==> src/source/snd_defines.svh <==
`ifndef SND_DEFINES_SVH
`define SND_DEFINES_SVH

// upper address nibble of the sound CPU map
`define SND_IO_PAGE     4'hF    // chip registers and latches
`define SND_RAM_PAGE    4'hD    // work RAM

// device select inside the I/O page, taken from A3..A1
`define SND_SEL_FM      3'd0
`define SND_SEL_OKI     3'd1
`define SND_SEL_BANK    3'd2    // ROM bank bit
`define SND_SEL_OKI7    3'd3    // ADPCM rate select
`define SND_SEL_LATCH0  3'd4
`define SND_SEL_LATCH1  3'd5

// fractional enables from the 48 MHz clock
// 48 * 63 / 845 gives about 3.58 MHz for FM and CPU
`define SND_FM_CEN_N    63
`define SND_FM_CEN_M    845

// 1 MHz for the ADPCM chip
`define SND_OKI_CEN_N   1
`define SND_OKI_CEN_M   48

// 2 KB work RAM
`define SND_RAM_AW      11

`endif

==> src/source/snd_audio_pkg.sv <==
package snd_audio_pkg;

    typedef logic signed [15:0] fm_sample_t;     // full resolution FM output
    typedef logic signed [13:0] adpcm_sample_t;  // ADPCM decoder output

    // mixed channel sent off board
    typedef logic signed [15:0] mix_sample_t;

endpackage

==> src/source/snd_mixer.sv <==
`timescale 1ns/100ps

module snd_mixer (
    input  logic                         clk,
    input  logic                         enable_fm,
    input  logic                         enable_adpcm,
    input  snd_audio_pkg::fm_sample_t    fm_left,
    input  snd_audio_pkg::fm_sample_t    fm_right,
    input  snd_audio_pkg::adpcm_sample_t adpcm_snd,
    output snd_audio_pkg::mix_sample_t   left,
    output snd_audio_pkg::mix_sample_t   right
);

    // one channel, no saturation
    function automatic snd_audio_pkg::mix_sample_t mix_chan(
        input logic                         en_fm,
        input logic                         en_pcm,
        input snd_audio_pkg::fm_sample_t    fm,
        input snd_audio_pkg::adpcm_sample_t pcm
    );
        snd_audio_pkg::mix_sample_t fm_part;
        snd_audio_pkg::mix_sample_t pcm_part;
        fm_part  = en_fm ? {fm[15], fm[15:1]} : '0;           // halve FM
        pcm_part = en_pcm ? {pcm[13], pcm, pcm[12]} : '0;     // 14 to 16 bits
        return fm_part + pcm_part;
    endfunction

    always_ff @(posedge clk) begin
        left  <= mix_chan(enable_fm, enable_adpcm, fm_left, adpcm_snd);
        right <= mix_chan(enable_fm, enable_adpcm, fm_right, adpcm_snd);
    end

endmodule

==> config.mk <==
export PLATFORM = sky130hd
export DESIGN_NAME = snd_mixer
export DESIGN_NICKNAME = d
export VERILOG_FILES = /design/src/source/snd_defines.svh /design/src/source/snd_audio_pkg.sv /design/src/source/snd_mixer.sv
export SDC_FILE = /design/constraint.sdc
export NUM_CORES = 1
export LEC_CHECK = 0
export BUFFER_PORTS_ARGS = -buffer_cell sky130_fd_sc_hd__buf_2
export CORE_MARGIN = 8
export CORE_UTILIZATION = 35
export CTS_BUF_LIST = sky130_fd_sc_hd__clkbuf_2 sky130_fd_sc_hd__clkbuf_4 sky130_fd_sc_hd__clkbuf_8
export DETAILED_ROUTE_END_ITERATION = 10
export SLEW_MARGIN = 30
export SYNTH_ARGS = -nofsm -noshare
export SYNTH_HDL_FRONTEND = slang
export SYNTH_SLANG_ARGS = --single-unit
==> constraint.sdc <==
create_clock -name clk -period 6.1 [get_ports clk]
set_input_delay 0.915 -clock clk [delete_from_list [all_inputs] [get_ports clk]]
set_output_delay 0.915 -clock clk [all_outputs]
set_load 0.1 [all_outputs]
==> qor.txt <==
CORE AREA: 0.00859 mm2
Synth top area share: 21.0%
Sw Share: 47.6%
Synthesized area per cell: 7.91 um2
Setup ws final: 2.61 ns
Mux share of post-synthesis cell area: 0.328%
H-tree lvl count: 2
# setup viols final: 0
Yosys cell types: 53
Reg area: 641 um2
Synth warn: 0
Vias: 2931
Initial detailed-routing violation count: 121
Slowest stage cell, crit path: buf_2
# placed instances: 542
CTS Hold Bufs: 0
I/O Pins: 81
Crit Path Class: primary input to register
Peak VDD IR: 0.0874 mV
Final Hold Fails: 0
ANT nets after route: 0
Adder-Cell Fraction of Synth Area: 9.55%
Max cap viols: 0
Seq pwr share: 27.1%
Detailed-route wire length: 8170 um
Max-slew headroom: 49.3%
Root Buffer: clkbuf_8
Final Cycle Share: 57.3%
Status: complete, no violations
Mapped cell area: 0.00305 mm2
Nets: 510
FFs w/ async S/R, synth: 0%
Place WS: 2.35 ns
Final min period: 3.49 ns
Worst stage delay on the critical path: 0.49 ns
Starting Density: 35.5%
RePlAce Congestion: 0.826
Die area: 0.0120 mm2
Pwr Density: 258 mW/mm2
Comb power frac: 48.5%
Post-Synth XOR/XNOR Area: 14.0%
Vias/cell: 5.33
Tot Pwr: 0.000920 W
Initial antenna violation count: 0
Number of setup buffers added after CTS: 0
Antenna Cells: 0
Critical-path maximum fanout: 40
Max Slew Vio Count: 0
Crit path capture type: register
Fin cells: 550
DP HPWL: 6430 um
Unrepaired setup endpoints after global routing: no
CTS tree: done
Clock Power Share: 24.4%
Arrival time of the worst setup path: 3.66 ns
NetSw: 0.000438 W
Leakage: 1.61 nW
Clock-pin slew on the worst setup and hold paths: 0.07 ns
Clock buffer depth: 2
Multi-input gate area: 0.00223 mm2
Largest area contributor in the netlist: dfxtp_1
Crit path launch type: primary input
HP Class: primary input to register
Number of synthesized flops with an enable pin: 0
Post-synth top cells: and2_1, o21ai_0, dfxtp_1
Most Frequent Cell on Critical Path: a31oi_1
Critical-path cell list: buf_2 > nand2_1 > nor2_1 > ha_1 > a31oi_1 > a31oi_1 > o211a_1 > a31o_2 > a31oi_1 > xnor2_1
Die span in x: 109 um
Area contributors post-synth: dfxtp_1, ha_1, and2_1
Largest family of logic cells by synthesized area: simple AND/OR/NAND/NOR gates
Fmax: 286 MHz
Largest net degree at the start of global routing: 52
Setup tns final: 0 ns
Area grow syn2layout: 16.6%
Post-Syn Nets: 455
1st-pass router iterations: 4
Fill cell count: 893
Top_reg_cell synth: dfxtp_1
WP data required: 6.27 ns
Total Routing Usage GR: 13.4%
Wirelength per Cell: 14.9 um
Synth Area in Compound Gates: 20.6%
Simple-gate portion of the synthesized area: 28.8%
Sequential fraction of the synthesis area: 21.0%
FF+latch count, synth: 32
Number of port buffers: 78
Worst-Margin Slew: 0.761 ns
Clock sinks: 32
Share of post-route cells with drive strength above 1: 21.7%
Resize count post-CTS: 0
Num CTS Buffers: 5
Vias in the first global route: 2878
Internal power: 0.000482 W
Post-Syn Instances: 386
Grt ovf: 0
Final routed DRC violation total: 0
Num rows: 34
First-pass GRT wire length: 13200 um
Die Y-Extent: 109 um
-- cell usage in the layout (no fill, tap or decap), types with 2 or more instances in the layout --
cell	instances
buf_2	78
and2_1	35
o21ai_0	35
dfxtp_1	32
nand2_1	30
xnor2_1	24
xor2_1	21
ha_1	20
a21oi_1	18
nor4bb_1	18
nand3_1	16
nand4_1	13
nor2_1	12
inv_1	9
a31oi_1	9
clkbuf_8	7
a21o_1	6
o211ai_1	5
nand2b_1	5
and3_1	5
maj3_1	3
and4_1	3
o211a_1	3
a31o_2	3
a41oi_1	2
a211oi_1	2
a22oi_1	2
o21a_1	2
nand4bb_1	2
-- power by group through the flow --
| stage | registers, W | logic, W | clock network, W |
|---|---|---|---|
| after global routing | 0.000252 | 0.000472 | 0.000240 |
| after global placement | 0.000254 | 0.000444 | 0 |
| after detailed placement | 0.000255 | 0.000449 | 0 |
| after CTS | 0.000250 | 0.000449 | 0.000232 |
| after floorplan | 0.000492 | 0.000133 | 0 |
| final | 0.000249 | 0.000446 | 0.000224 |
-- critical path, delay by kind of cell --
family,cells,cell delay (ns)
compound gates,5,0.97
xor+xnor,1,0.15
fa+ha+maj,1,0.22
buf+inv,1,0.49
simple gates,2,0.90
-- flip-flops by register name, indices dropped and copies added (netlist names) --
register / count
right: 16
left: 16
-- cell type report --
| cell class | count | area share, % |
|---|---|---|
| sequential | 32 | 18.0 |
| tap | 108 | 3.79 |
| clock buffer | 7 | 2.71 |
| timing repair buffer | 78 | 11.0 |
| inverter | 9 | 0.949 |
| clock inverter | 1 | 0.843 |
| multi-input combinational | 315 | 62.8 |
-- routing by layer --
| layer | track usage (%) | up-vias | routed length (um) |
|---|---|---|---|
| met1 | 15.7 | 1325 | 3560 |
| met5 | 0 | - | 0 |
| met2 | 23.3 | 82 | 3860 |
| met4 | 4.44 | 0 | 129 |
| met3 | 3.46 | 9 | 620 |
| li1 | - | 1515 | - |
-- worst paths after layout --
path / start / slack, ns / cells after the start / to
worst max-delay path: enable_adpcm / 2.61 / 10 / right[12]
worst min-delay path: fm_right[1] / 0.92 / 3 / right[0]
-- stage by stage --
stage                     cell area (um2)  hold slack (ns)  utilization [%]
after global routing                 3560            0.921             41.4
after floorplan                      3050             1.09                -
after detailed placement             3430             1.21             40.0
after CTS                            3560            0.908             41.4
final                                3560            0.918             41.4
after global placement               3430             1.21             40.0
-- logic make-up (layout without fill, tap and decap cells) --
group | after synthesis | in the layout
flops | 32 | 32
mux | 1 | 1
buf+inv | 39 | 95
simple gates | 145 | 145
fa+ha+maj | 24 | 24
xor+xnor | 47 | 47
compound gates | 98 | 98
Note: power is estimated with default switching activity, not from simulation.
