==> src/source/snd_defines.svh <==
`ifndef SND_DEFINES_SVH
`define SND_DEFINES_SVH

// upper address nibble of the sound CPU map
`define SND_IO_PAGE     4'hF    // chip registers and latches
`define SND_RAM_PAGE    4'hD    // work RAM

// device select inside the I/O page, taken from A3..A1
`define SND_SEL_FM      3'd0
`define SND_SEL_OKI     3'd1
`define SND_SEL_BANK    3'd2    // ROM bank bit
`define SND_SEL_OKI7    3'd3    // ADPCM rate select
`define SND_SEL_LATCH0  3'd4
`define SND_SEL_LATCH1  3'd5

// fractional enables from the 48 MHz clock
// 48 * 63 / 845 gives about 3.58 MHz for FM and CPU
`define SND_FM_CEN_N    63
`define SND_FM_CEN_M    845

// 1 MHz for the ADPCM chip
`define SND_OKI_CEN_N   1
`define SND_OKI_CEN_M   48

// 2 KB work RAM
`define SND_RAM_AW      11

`endif

==> src/source/snd_cen_gen.sv <==
`timescale 1ns/100ps
`include "snd_defines.svh"

module snd_cen_gen (
    input  logic clk,
    input  logic rst,
    output logic cen_fm,   // ~3.58 MHz
    output logic cen_fm2,  // half of cen_fm
    output logic cen_oki   // 1 MHz
);

    // FM fraction is the widest, so both accumulators share its width
    localparam int ACC_W = $clog2(`SND_FM_CEN_M + `SND_FM_CEN_N);

    localparam logic [ACC_W-1:0] FM_N  = ACC_W'(`SND_FM_CEN_N);
    localparam logic [ACC_W-1:0] FM_M  = ACC_W'(`SND_FM_CEN_M);
    localparam logic [ACC_W-1:0] OKI_N = ACC_W'(`SND_OKI_CEN_N);
    localparam logic [ACC_W-1:0] OKI_M = ACC_W'(`SND_OKI_CEN_M);

    logic [ACC_W-1:0] fm_acc;
    logic [ACC_W-1:0] oki_acc;
    logic [ACC_W:0]   fm_step;   // {wrap, next phase}
    logic [ACC_W:0]   oki_step;
    logic             fm_half;   // toggles on every cen_fm

    // add n, wrap at m
    function automatic logic [ACC_W:0] frac_step(
        input logic [ACC_W-1:0] acc,
        input logic [ACC_W-1:0] n,
        input logic [ACC_W-1:0] m
    );
        logic [ACC_W-1:0] sum;
        sum = acc + n;
        if (sum >= m)
            return {1'b1, sum - m};
        return {1'b0, sum};
    endfunction

    assign fm_step  = frac_step(fm_acc, FM_N, FM_M);
    assign oki_step = frac_step(oki_acc, OKI_N, OKI_M);

    always_ff @(posedge clk or posedge rst) begin
        if (rst) begin
            fm_acc  <= '0;
            oki_acc <= '0;
            fm_half <= 1'b0;
            cen_fm  <= 1'b0;
            cen_fm2 <= 1'b0;
            cen_oki <= 1'b0;
        end else begin
            fm_acc  <= fm_step[ACC_W-1:0];
            oki_acc <= oki_step[ACC_W-1:0];
            cen_fm  <= fm_step[ACC_W];
            cen_fm2 <= fm_step[ACC_W] & fm_half;  // lands on every second cen_fm
            cen_oki <= oki_step[ACC_W];
            if (fm_step[ACC_W])
                fm_half <= ~fm_half;
        end
    end

    // FM phase enable must coincide with the main FM enable
    a_fm2_in_fm: assert property (@(posedge clk) disable iff (rst) cen_fm2 |-> cen_fm)
        else $error("cen_fm2 high without cen_fm");

endmodule

==> config.mk <==
export PLATFORM = sky130hd
export DESIGN_NAME = snd_cen_gen
export DESIGN_NICKNAME = d
export VERILOG_FILES = /design/src/source/snd_cen_gen.sv
export VERILOG_INCLUDE_DIRS = /design/src /design/src/source
export SDC_FILE = /design/constraint.sdc
export NUM_CORES = 1
export LEC_CHECK = 0
export ABC_CLOCK_PERIOD_IN_PS = 2400
export BUFFER_PORTS_ARGS = -buffer_cell sky130_fd_sc_hd__buf_2
export CORE_MARGIN = 10
export CORE_UTILIZATION = 58
export CTS_BUF_LIST = sky130_fd_sc_hd__clkbuf_4 sky130_fd_sc_hd__clkbuf_8
export DETAILED_ROUTE_END_ITERATION = 10
export PLACE_DENSITY = 0.78
export SETUP_SLACK_MARGIN = 0.05
export SLEW_MARGIN = 20
export SYNTH_ARGS = -nofsm -noshare
export SYNTH_HDL_FRONTEND = slang
export SYNTH_SLANG_ARGS = --single-unit
==> constraint.sdc <==
create_clock -name clk -period 2.4 [get_ports clk]
set_clock_uncertainty 0.15 [all_clocks]
set_input_delay 0.24 -clock clk [delete_from_list [all_inputs] [get_ports clk]]
set_output_delay 0.24 -clock clk [all_outputs]
set_load 0.01 [all_outputs]
==> impl_metrics.yaml <==
pwr:
  clkPwrFrac_pct: 34.7
  p_seq_share_pct: 63.6
  p_sw_share_pct: 21.3
  p_sw_mw: 0.136
  powerDensity_nw_per_um2: 306
  leakage_nw: 0.925
  p_comb_share_pct: 1.7
  vdd_drop_max_mv: 0.355
  p_int_mw: 0.500
  power.total_mw: 0.636
yosys:
  synth_compound_area_share_pct: 16.3
  yosys.area.top_type: "dfrtp_1"
  netlist.area_leader.share_pct: 37.7
  ys_types: 48
  ys_seq_elements: 24
  synth_area_per_cell_um2: 9.59
  synthTopCellsByArea: "dfrtp_1 38%, xnor2_1 8.8%, xor2_1 4.4%"
  synth_cells: 166
  synth_common_cells: "24 x dfrtp_1, 16 x xnor2_1, 11 x nand2_1, 11 x nor2_1"
  seq_area_frac_synth_pct: 37.7
  yosysWarnings: 0
  syn_nets: 173
  yosys.area_share.simple_pct: 22.4
  synth_xor_area_share_pct: 14.2
  async_reset_ff_share_pct: 100
  synth-edff-count: 0
  ys.flop_type: "dfrtp_1"
  synthAdderAreaFrac_pct: 3.93
  synthMuxAreaShare_pct: 0.708
  netlist_area_um2: 1590
  synth_top_family_by_area: "simple AND/OR/NAND/NOR gates"
  yosysMostFrequentCell: "dfrtp_1"
routing:
  vias: 1473
  drtAntennaViolNets: 0
  drc: 0
  wl_per_cell_um: 19.5
  first_pass_iters: 5
  viasPerCell: 6.32
  routed_wl_um: 4540
  drtIter0Drc: 190
timing:
  fmax_ghz: 0.394
  relSlewSlack_pct: 73.0
  finalSetupViolCount: 9
  tightestPinTransition_ns: 0.400
  fin_ws_ns: -0.137
  fin_setup_tns_ns: -0.487
  post-route-min-period_ns: 2.54
  finalMaxSlewViolations: 0
  rsz0062_at_grt: "true"
  min_period_over_period_pct: 106
  finalHoldViolations: 0
placement:
  hpwl_um: 2650
  io_buffer_count: 4
  gp_congestion: 0.936
setup_path:
  path_class: "reg -> reg"
  cp-start-kind: "register"
  cp_max_fo: 6
  cp_data_arrival_time_ns: 2.61
  cp.required_ns: 2.47
  cp-end-kind: "register"
  r2r-start: "fm_acc[1]$_DFF_PP0_"
  critical_path.startpoint: "fm_acc[1]$_DFF_PP0_"
  ff2ff_setup_slack_ns: -0.14
final_layout:
  n_antenna_cell: 0
  fill_cells: 133
  layout-drive-gt1-share_pct: 37.4
  nets: 211
  multi_input_area_um2: 1040
  register_area_um2: 602
  area_growth_pct: 30.7
die:
  core_um2: 2540
  rows: 18
  die-width_um: 72.4
  io_pins: 5
  dieArea_um2: 5240
  die_h_um: 72.4
  start_util_pct: 62.5
global_routing:
  grt_usage_pct: 14.4
  antenna_found_initial: 0
  grt_pass1_vias: 1312
  grt_pass1_wl_um: 6160
  grt_max_degree: 25
  grt-ovfl-total: 0
worst_hold_path:
  hp-class: "in -> async"
status:
  status: "finished with violations"
  violations: "setup timing"
cts:
  clock-sinks: 24
  clk_latency_ns: 0.33
  root_buffer: "clkbuf_4"
  clock_path_buffers: 2
  clk_pin_slew_worst_paths_ns: 0.13
  cts_tree: "built"
  numCtsBuffers: 3
  htreeDepth: 1
run:
  max-cap-violations: 0
## registers in the layout, indices dropped and copies added, names as in the netlist
signal and count:
cen_fm 1, fm_half 1, fm_acc 10, cen_oki 1, oki_acc 10, cen_fm2 1
## area by class of cell
class | count | area share, %
sequential | 24 | 28.9
clock buffer | 4 | 1.74
multi-input combinational | 125 | 50.1
timing repair buffer | 41 | 15.7
tap | 30 | 1.81
inverter | 9 | 1.74
## per-layer routing
metal	track usage (%)	wire length, um
met1	17.8	1780
met2	24.2	2100
met3	2.86	403
met4	4.85	253
met5	0	0
## critical path: stages (launching register included)
cell and delay [ns]:
dfrtp_1 0.43, buf_6 0.14, nor4_4 0.37, buf_4 0.19, buf_6 0.09, a31oi_1 0.07
nor2_1 0.13, a211o_1 0.21, o221ai_4 0.14, inv_4 0.10, buf_4 0.14, o21ai_1 0.10
xor2_1 0.16
## stage by stage
step	setup slack (ns)	instance area, um2	std cells	utilization, %	hold WS [ns]
floorplan	-0.0458	1600	166	-	0.105
CTS	-0.00957	1930	227	75.9	0.329
global route	-0.153	2080	233	81.7	0.353
detailed placement	-0.0430	1780	214	70.1	0.150
global placement	0.0725	1780	214	70.1	0.141
finish	-0.137	2080	233	81.7	0.327
## logic make-up after synthesis
logic type / count (synthesis)
simple gates: 61
fa+ha+maj: 5
flops: 24
buf+inv: 17
mux: 1
xor+xnor: 25
compound gates: 33
## path summary, 6_finish.rpt
path	to	cells after the start
max	fm_acc[4]$_DFF_PP0_	12
min in group clk	fm_half$_DFFE_PP0P_	1
max in group asynchronous	fm_acc[0]$_DFFE_PP0N_	4
max reg2reg	fm_acc[4]$_DFF_PP0_	12
min reg2reg	fm_half$_DFFE_PP0P_	1
min	oki_acc[1]$_DFF_PP0_	4
## power by group through the flow
stage          sequential [mW]  combinational (mW)  clock (mW)
3_5_place_dp             0.412              0.0104           0
4_1_cts                  0.404              0.0115       0.222
5_1_grt                  0.405              0.0125       0.242
2_1_floorplan            0.412             0.00602           0
6_report                 0.404              0.0110       0.220
3_3_place_gp             0.412             0.00998           0
## cell usage in the layout, fill, tap and decap left out, drive strengths merged, types with 2 or more instances in the layout
| cell | netlist | final |
|---|---|---|
| nand3b | 2 | 2 |
| a31oi | 4 | 4 |
| nor2 | 12 | 12 |
| xor2 | 9 | 9 |
| and3 | 4 | 4 |
| dfrtp | 24 | 24 |
| nand4 | 3 | 3 |
| a21oi | 9 | 9 |
| nand3 | 9 | 9 |
| nand2 | 11 | 11 |
| nor2b | 2 | 2 |
| clkbuf | 6 | 4 |
| nor4b | 2 | 2 |
| or2 | 2 | 2 |
| ha | 5 | 5 |
| xnor2 | 16 | 16 |
| nor4 | 4 | 4 |
| o21a | 2 | 2 |
| o21ai | 5 | 5 |
| nor3 | 3 | 3 |
| a21o | 2 | 2 |
| buf | 2 | 40 |
| a21boi | 2 | 2 |
| inv | 9 | 9 |
## repair_timing
action	4_1_cts	5_1_grt
gates resized for setup	9	21
pin swaps	8	11
setup endpoints to repair	8	13
hold endpoints to repair	24	0
buffers inserted	8	7
hold buffers	1	0
Power figures use the tool's default switching activity.
