$ cat config.mk
export PLATFORM = sky130hd
export DESIGN_NAME = snd_bus_decode_flat
export DESIGN_NICKNAME = d
export VERILOG_FILES = /design/src/source/snd_bus_pkg.sv /design/src/source/snd_sel_if.sv /design/src/source/snd_bus_decode.sv /design/src/flat_wrapper.sv
export VERILOG_INCLUDE_DIRS = /design/src /design/src/source
export SDC_FILE = /design/constraint.sdc
export NUM_CORES = 1
export LEC_CHECK = 0
export ABC_AREA = 1
export BUFFER_PORTS_ARGS = -buffer_cell sky130_fd_sc_hd__buf_2
export CAP_MARGIN = 20
export CELL_PAD_IN_SITES_DETAIL_PLACEMENT = 1
export CELL_PAD_IN_SITES_GLOBAL_PLACEMENT = 2
export CORE_MARGIN = 2
export CORE_UTILIZATION = 20
export CTS_CLUSTER_DIAMETER = 40
export CTS_CLUSTER_SIZE = 10
export DETAILED_ROUTE_END_ITERATION = 10
export HOLD_SLACK_MARGIN = 0.1
export PLACE_DENSITY = 0.78
export SLEW_MARGIN = 40
export SYNTH_ARGS = -nofsm -noshare
export SYNTH_HDL_FRONTEND = slang
export SYNTH_SLANG_ARGS = --single-unit
$ cat constraint.sdc
create_clock -name clk -period 0.8 [get_ports clk]
set_input_delay 0.12 -clock clk [delete_from_list [all_inputs] [get_ports clk]]
set_output_delay 0.12 -clock clk [all_outputs]
set_load 0.01 [all_outputs]
$ cat src/source/snd_defines.svh
`ifndef SND_DEFINES_SVH
`define SND_DEFINES_SVH

// upper address nibble of the sound CPU map
`define SND_IO_PAGE     4'hF    // chip registers and latches
`define SND_RAM_PAGE    4'hD    // work RAM

// device select inside the I/O page, taken from A3..A1
`define SND_SEL_FM      3'd0
`define SND_SEL_OKI     3'd1
`define SND_SEL_BANK    3'd2    // ROM bank bit
`define SND_SEL_OKI7    3'd3    // ADPCM rate select
`define SND_SEL_LATCH0  3'd4
`define SND_SEL_LATCH1  3'd5

// fractional enables from the 48 MHz clock
// 48 * 63 / 845 gives about 3.58 MHz for FM and CPU
`define SND_FM_CEN_N    63
`define SND_FM_CEN_M    845

// 1 MHz for the ADPCM chip
`define SND_OKI_CEN_N   1
`define SND_OKI_CEN_M   48

// 2 KB work RAM
`define SND_RAM_AW      11

`endif

$ cat src/source/snd_bus_pkg.sv
package snd_bus_pkg;

    // sound CPU address bus
    typedef logic [15:0] cpu_addr_t;

    // CPU data byte, used for both directions and all read sources
    typedef logic [7:0] cpu_data_t;

    // program ROM address after banking
    // bit 15 marks the banked half
    typedef logic [15:0] rom_addr_t;

endpackage

$ cat src/source/snd_sel_if.sv
`timescale 1ns/100ps

interface snd_sel_if;

    logic rom_cs;     // program ROM read
    logic ram_cs;     // work RAM
    logic fm_cs;      // FM chip
    logic oki_cs;     // ADPCM chip
    logic latch0_cs;  // command latches from the main CPU
    logic latch1_cs;

    modport decoder (
        output rom_cs, ram_cs, fm_cs, oki_cs, latch0_cs, latch1_cs
    );

    // read data mux side
    modport reader (
        input rom_cs, ram_cs, fm_cs, oki_cs, latch0_cs, latch1_cs
    );

endinterface

$ cat src/source/snd_bus_decode.sv
`timescale 1ns/100ps
`include "snd_defines.svh"

module snd_bus_decode (
    input  logic                  clk,
    input  logic                  rst,
    input  logic                  cen_fm,
    input  snd_bus_pkg::cpu_addr_t cpu_addr,
    input  snd_bus_pkg::cpu_data_t cpu_dout,
    input  logic                  mreq_n,
    input  logic                  rd_n,
    input  logic                  wr_n,
    output snd_bus_pkg::rom_addr_t rom_addr,
    output logic                  fm_cs_n,
    output logic                  fm_wr_n,
    output logic                  oki_wr_n,
    output logic                  oki_ss,
    snd_sel_if.decoder            sel
);

    logic       io_cs;
    logic       rom_rd;
    logic [2:0] dev;      // A3..A1 inside the I/O page
    logic       bank;
    logic       bank_cs;
    logic       oki7_cs;

    assign io_cs  = !mreq_n && cpu_addr[15:12] == `SND_IO_PAGE;
    assign dev    = cpu_addr[3:1];
    // lower 32 KB plus the banked window at 8000-BFFF
    assign rom_rd = !mreq_n && !rd_n && (!cpu_addr[15] || cpu_addr[15:14] == 2'b10);

    always_ff @(posedge clk or posedge rst) begin
        if (rst) begin
            sel.rom_cs    <= 1'b0;
            sel.ram_cs    <= 1'b0;
            sel.fm_cs     <= 1'b0;
            sel.oki_cs    <= 1'b0;
            sel.latch0_cs <= 1'b0;
            sel.latch1_cs <= 1'b0;
            bank_cs       <= 1'b0;
            oki7_cs       <= 1'b0;
        end else begin
            sel.rom_cs    <= rom_rd;
            sel.ram_cs    <= !mreq_n && cpu_addr[15:12] == `SND_RAM_PAGE;
            sel.fm_cs     <= io_cs && dev == `SND_SEL_FM;
            sel.oki_cs    <= io_cs && dev == `SND_SEL_OKI;
            bank_cs       <= io_cs && dev == `SND_SEL_BANK;
            oki7_cs       <= io_cs && dev == `SND_SEL_OKI7;
            sel.latch0_cs <= io_cs && dev == `SND_SEL_LATCH0;
            sel.latch1_cs <= io_cs && dev == `SND_SEL_LATCH1;
        end
    end

    always_ff @(posedge clk) begin
        rom_addr <= cpu_addr[15] ? {1'b1, bank, cpu_addr[13:0]} : {1'b0, cpu_addr[14:0]};
    end

    // register writes only land on a CPU clock enable
    always_ff @(posedge clk or posedge rst) begin
        if (rst) begin
            bank   <= 1'b0;
            oki_ss <= 1'b0;
        end else if (!wr_n && cen_fm) begin
            if (bank_cs)
                bank <= cpu_dout[0];
            if (oki7_cs)
                oki_ss <= cpu_dout[0];
        end
    end

    assign fm_cs_n  = ~sel.fm_cs;
    assign fm_wr_n  = wr_n | mreq_n;               // qualified write strobe
    assign oki_wr_n = ~(sel.oki_cs & ~fm_wr_n);

    a_sel_onehot: assert property (@(posedge clk) disable iff (rst)
        $onehot0({sel.rom_cs, sel.ram_cs, sel.fm_cs, sel.oki_cs,
                  bank_cs, oki7_cs, sel.latch0_cs, sel.latch1_cs}))
        else $error("more than one chip select active");

endmodule

$ cat src/flat_wrapper.sv
// flat-port wrapper written by rule: the top's interface ports become plain ports
module snd_bus_decode_flat 
  (clk, rst, cen_fm, cpu_addr, cpu_dout, mreq_n, rd_n, wr_n, rom_addr, fm_cs_n, fm_wr_n, oki_wr_n, oki_ss, sel_rom_cs, sel_ram_cs, sel_fm_cs, sel_oki_cs, sel_latch0_cs, sel_latch1_cs);
  snd_sel_if sel_i ();
  input  logic clk;
  input  logic rst;
  input  logic cen_fm;
  input  snd_bus_pkg::cpu_addr_t cpu_addr;
  input  snd_bus_pkg::cpu_data_t cpu_dout;
  input  logic mreq_n;
  input  logic rd_n;
  input  logic wr_n;
  output snd_bus_pkg::rom_addr_t rom_addr;
  output logic fm_cs_n;
  output logic fm_wr_n;
  output logic oki_wr_n;
  output logic oki_ss;
  output wire logic [$bits(sel_i.rom_cs)-1:0] sel_rom_cs;
  output wire logic [$bits(sel_i.ram_cs)-1:0] sel_ram_cs;
  output wire logic [$bits(sel_i.fm_cs)-1:0] sel_fm_cs;
  output wire logic [$bits(sel_i.oki_cs)-1:0] sel_oki_cs;
  output wire logic [$bits(sel_i.latch0_cs)-1:0] sel_latch0_cs;
  output wire logic [$bits(sel_i.latch1_cs)-1:0] sel_latch1_cs;
  assign sel_rom_cs = sel_i.rom_cs;
  assign sel_ram_cs = sel_i.ram_cs;
  assign sel_fm_cs = sel_i.fm_cs;
  assign sel_oki_cs = sel_i.oki_cs;
  assign sel_latch0_cs = sel_i.latch0_cs;
  assign sel_latch1_cs = sel_i.latch1_cs;
  snd_bus_decode u_core (.clk(clk), .rst(rst), .cen_fm(cen_fm), .cpu_addr(cpu_addr), .cpu_dout(cpu_dout), .mreq_n(mreq_n), .rd_n(rd_n), .wr_n(wr_n), .rom_addr(rom_addr), .fm_cs_n(fm_cs_n), .fm_wr_n(fm_wr_n), .oki_wr_n(oki_wr_n), .oki_ss(oki_ss), .sel(sel_i));
endmodule
==> results of run 1 <==
[synth_stat cells]
cell type  instances
nor2_1             7
nor3_1             1
nand3_1            9
o21ai_0            1
nand2_2            2
nor2_2             1
inv_1             11
dfxtp_1           16
nand4_1            2
dfrtp_1           10
nand2_1            9
[report_power, final]
group          switching (uW)  internal (uW)  total (uW)
Clock                     418            440         858
Sequential               18.7           1350        1370
Combinational             131            167         298
Total                     568           1960        2530
[per-stage QoR]
| stage | power, uW | utilization [%] | hold slack, ps | TNS [ps] | setup WS, ps |
|---|---|---|---|---|---|
| 6_report | 2530 | 37.29 | 65.35 | -1539 | -200.0 |
| 5_1_grt | 2635 | 37.29 | 77.84 | -2338 | -238.6 |
| 4_1_cts | 2506 | 35.54 | 67.11 | -1618 | -193.8 |
| 3_5_place_dp | 1596 | 28.91 | 111.6 | 0 | 91.56 |
| 3_3_place_gp | 1587 | 28.91 | 119.1 | 0 | 104.6 |
| 2_1_floorplan | 1465 | - | -39.82 | 0 | 156.4 |
[logic make-up (layout without fill, tap and decap cells)]
| logic type | Yosys count | in the layout |
|---|---|---|
| AO/OA/AOI/OAI | 1 | 1 |
| AND/OR/NAND/NOR | 31 | 31 |
| buffers and inverters | 11 | 81 |
| flip-flops | 26 | 26 |
[worst max-delay path by stage]
stage / depth (start not counted) / endpoint / from / slack (ps)
floorplan: 1 / oki_wr_n / u_core.sel.oki_cs / 160
global route: 2 / oki_wr_n / u_core.sel.oki_cs / -240
detailed placement: 5 / u_core.oki_ss / wr_n / 90
finish: 2 / oki_wr_n / u_core.sel.oki_cs / -200
CTS: 2 / oki_wr_n / u_core.sel.oki_cs / -190
global placement: 4 / oki_wr_n / wr_n / 100
[critical path, cell delays in order, from the launching register on]
cell	delay [ps]
dfrtp_1	400
nand3_1	80
buf_2	140
[per-layer routing]
metal / wire length, microns / vias to the layer above / GRT usage, %
met5: 0 / - / 0
met4: 19 / 0 / 5.469
met3: 70 / 2 / 1.712
met2: 1381 / 18 / 20.41
met1: 848 / 365 / 12.45
li1: - / 352 / -
[area by class of cell]
type	count	area, sq um	share of cell area [%]
Timing Repair Buffer	66	476.7	34.92
Tap cell	48	60.06	4.400
Sequential cell	26	580.6	42.53
Clock buffer	4	55.05	4.033
Multi-Input combinational cell	32	151.4	11.09
Inverter	11	41.29	3.025
[timing repair]
item                                    CTS  global route
endpoints found under the setup margin   25            26
pin swaps                                 1             0
gates resized for setup                   2            16
endpoints found under the hold margin    28             1
==> metrics.cfg, run 1 <==
[clock_tree]
numCtsBuffers=3
cts-root-buf=clkbuf_8
numClockSinks=26
holdBufCountCts=18
clk_pin_slew_ps=90
clockBufferDepth=2
cts_tree=done
clkLatencyLatePin_ps=270
cts_max_level=1
cts_post_setup_buffers_inserted=0

[final_layout]
layout.nets=170
regMostFlops=u_core.rom_addr
fillCellCount=429
diodes=0
largest_reg_flops=16
layout_common_cells=39 x buf_2, 18 x dlygate4sd3_1, 11 x inv_1, 10 x dfrtp_1
final_cells=187
layout_commonest_cell=buf_2
drive_above_1_share_pct=46.04
stdcell_area_sq_um=1365
area_delta_synth_final_pct=80.03

[floorplanning]
coreArea_sq_um=3661
die_h_microns=65.57
die_w_microns=65.57
placementRows=22
dieArea_sq_um=4299
io_pins=56
start_util_pct=20.71

[timing]
tightestPinTransition_ps=387.3
fin_ws_ps=-200.0
rsz0062_at_grt=true
fmax_ghz=1.000
finalSetupViolations=25
finClkSkew_ps=3.681
period_share_pct=125.0
fin_crit_ps=1000
final-hold-violation-count=0
relSlewSlack_pct=74.15
drv_slew=0

[detailed_routing]
drc=0
wl_per_cell_microns=12.40
drt_iter0_markers=7
routed_wl_mm=2.319
ant_nets=0
firstDrtPassIters=2
vias=737
viasPerCell=3.941

[critical_path]
path_class=reg2out
critical_path_required_ps=680
end_kind=output port
r2r-end=u_core.oki_ss
timing.rr.start=u_core.oki7_cs
rr_worst_depth=3
crit_arrival_ps=880
cp_max_fo=2
rrSetupSlack_ps=130
start_kind=register

[synth]
yosys.area.top_type_share_pct=42.24
synth.area.top_cells=dfxtp_1 42%, dfrtp_1 33%, nand3_1 5.9%, inv_1 5.4%, nand2_1 4.5%
synth_nets=99
synth_compound_area_share_pct=0.6601
ys_types=11
synth_top_family_by_area=simple AND/OR/NAND/NOR gates
synth_area_sq_um=758.2
synth_seq_area_share_pct=75.25
syn-instance-count=69
synth_fa_ha_area_share_pct=0
synth-xor-area-share_pct=0
synthMuxAreaShare_pct=0
yosysWarnings=0
yosys.area.top_type=dfxtp_1
synthSimpleGateAreaFrac_pct=18.65
syn_area_per_cell_sq_um=10.99
ys_seq_elements=26

[min_path]
min_to=u_core.sel.ram_cs
hold_depth=2
hold_path_startpoint=mreq_n
hold_path.class=in2reg

[outcome]
status=complete, but fails checks
violations=setup timing

[pwr]
peakVddDrop_mv=0.5231
power_density_nw_per_um2=1853
leakage_uw=0.0006975

[place]
placed_cells=165
gp_congestion=0.6322
hpwl_mm=1.586
port_buffers=48
placed_cell_area_sq_um=1059

[global_routing]
antenna_found_initial=0
grt_pass1_vias=788
grt_util_all_layers_pct=11.14
grt_pass1_wl_mm=3.622
grt_max_degree=15
overflow=0

[run]
drv_cap=0

Note: power is estimated with default switching activity, not from simulation.
==> run 2, diff against run 1 <==
- CORE_UTILIZATION: 20 -> 22
- CTS_BUF_LIST: not set -> sky130_fd_sc_hd__clkbuf_8
- PLACE_DENSITY: 0.78 -> 0.84
==> metrics.cfg, run 2 (synthesized netlist as in run 1, its figures left out) <==
[outcome]
status=complete, but fails checks
violations=setup timing

[detailed_routing]
vias=721
routed_wl_mm=2.106
drt_iter0_markers=21
met1_length_microns=781
route.met3.wl_microns=159
wl_met2_mm=1.127
top_layer_used=met4
drc=0
firstDrtPassIters=2
wl_per_cell_microns=11.38
ant_nets=0
viasPerCell=3.897

[clock_tree]
numClockSinks=26
clk_pin_slew_ps=90
numCtsBuffers=3
cts_post_setup_buffers_inserted=0
cts-root-buf=clkbuf_8
clkLatencyLatePin_ps=270
cts_tree=done
cts_max_level=1
clockBufferDepth=2

[pwr]
power.internal_uw=1865
comb_power_share_pct=12.4
p_seq_share_pct=57.1
peakVddDrop_mv=1.028
power_density_nw_per_um2=1769
swShare_pct=22.35
power.switching_uw=536.9
leakage_uw=0.0006989
power_frac_clock_pct=30.5

[final_layout]
layout_commonest_cell=buf_2
regMostFlops=u_core.rom_addr
largest_reg_flops=16
area_delta_synth_final_pct=79.04
stdcell_area_sq_um=1358
drive_above_1_share_pct=46.04
final_cells=185
layout_common_cells=39 x buf_2, 18 x dlygate4sd3_1, 12 x inv_1, 10 x dfrtp_1
layout.nets=170
fillCellCount=399
diodes=0
final_util_pct=41.01

[global_routing]
antenna_found_initial=0
grt_util_all_layers_pct=12.23
grt_pass1_vias=861
grt_pass1_wl_mm=3.760
overflow=0
grt_max_degree=15

[critical_path]
critical_path_required_ps=680
path_cells=nand3_2 > buf_6
slowest_delay_ps=370
cp_slowest_cell=dfrtp_1
crit_arrival_ps=830
start_kind=register
path_class=reg2out
cp_max_fo=2
rrSetupSlack_ps=140
end_kind=output port

[timing]
relSlewSlack_pct=73.71
drv_slew=0
period_share_pct=119.2
fin_ws_ps=-154.0
tightestPinTransition_ps=393.9
finClkSkew_ps=0.7537
fmax_ghz=1.048
fin_crit_ps=954.0
finalSetupViolations=25
rsz0062_at_grt=true
final-hold-violation-count=0

[floorplanning]
start_util_pct=22.90
coreArea_sq_um=3311
io_pins=56
die_h_microns=62.71
die_w_microns=62.71
dieArea_sq_um=3932
placementRows=21

[place]
placed_cells=163
placed_cell_area_sq_um=1056
gp_congestion=0.6808
hpwl_mm=1.484
port_buffers=48

[min_path]
hold_path.class=in2reg

[run]
drv_cap=0

-- run 2: cell types whose count changed in the layout (fill, tap and decap cells not counted) --
cell	delta
o21ai_0	-1
nand3_1	-1
o21ai_1	+1
clkbuf_8	-1
nand3_2	+1
inv_1	+1
-- run 2: area by class of cell --
class | instances | area [sq um] | area share [%]
inverter | 11 | 41.29 | 3.041
sequential | 26 | 580.6 | 42.77
timing repair buffer | 66 | 476.7 | 35.12
tap | 46 | 57.56 | 4.240
clock inverter | 1 | 3.754 | 0.2765
multi-input combinational | 32 | 156.4 | 11.52
clock buffer | 3 | 41.29 | 3.041
-- run 2: stage by stage --
| stage | hold slack, ps | total power, uW | worst slack (ps) | TNS [ps] |
|---|---|---|---|---|
| finish | 63.56 | 2402 | -154.0 | -1249 |
| global route | 66.30 | 2529 | -209.1 | -2134 |
| CTS | 64.29 | 2406 | -199.8 | -1605 |
| detailed placement | 131.0 | 1598 | 74.27 | 0 |
| global placement | 118.1 | 1585 | 117.0 | 0 |
| floorplan | -39.82 | 1465 | 156.4 | 0 |
-- run 2: power groups by stage --
stage | clock network, uW | logic (uW) | registers [uW]
3_5_place_dp | 0 | 205 | 1390
5_1_grt | 818 | 332 | 1380
4_1_cts | 765 | 276 | 1360
6_report | 732 | 298 | 1370
3_3_place_gp | 0 | 196 | 1390
2_1_floorplan | 0 | 46.5 | 1420
-- run 2: path summary, 6_finish.rpt --
path / from / end / cells past startpoint
setup reg to reg: u_core.bank_cs / u_core.bank / 3
min in group asynchronous: rst / u_core.sel.latch1_cs / 3
hold reg to reg: u_core.oki_ss / u_core.oki_ss / 2
max in group asynchronous: rst / u_core.sel.ram_cs / 3
hold / removal: mreq_n / u_core.sel.ram_cs / 2
setup / recovery: u_core.sel.oki_cs / oki_wr_n / 2
-- run 2: critical path: cells and delay by family, from the launching register on --
family	cells	cell delay, ps
DFF	1	370
buffers and inverters	1	130
and+or+nand+nor	1	70
-- run 2: layer usage --
metal | track usage (%) | vias to the layer above
li1 | - | 350
met1 | 12.43 | 332
met2 | 22.58 | 34
met3 | 3.784 | 5
met4 | 5.833 | 0
met5 | 0 | -
-- run 2: what timing repair did --
action,in CTS,in global routing
endpoints found under the hold margin,27,2
setup endpoints to repair,25,27
pin swaps,1,0
hold buffers,18,1
resized for setup,2,18
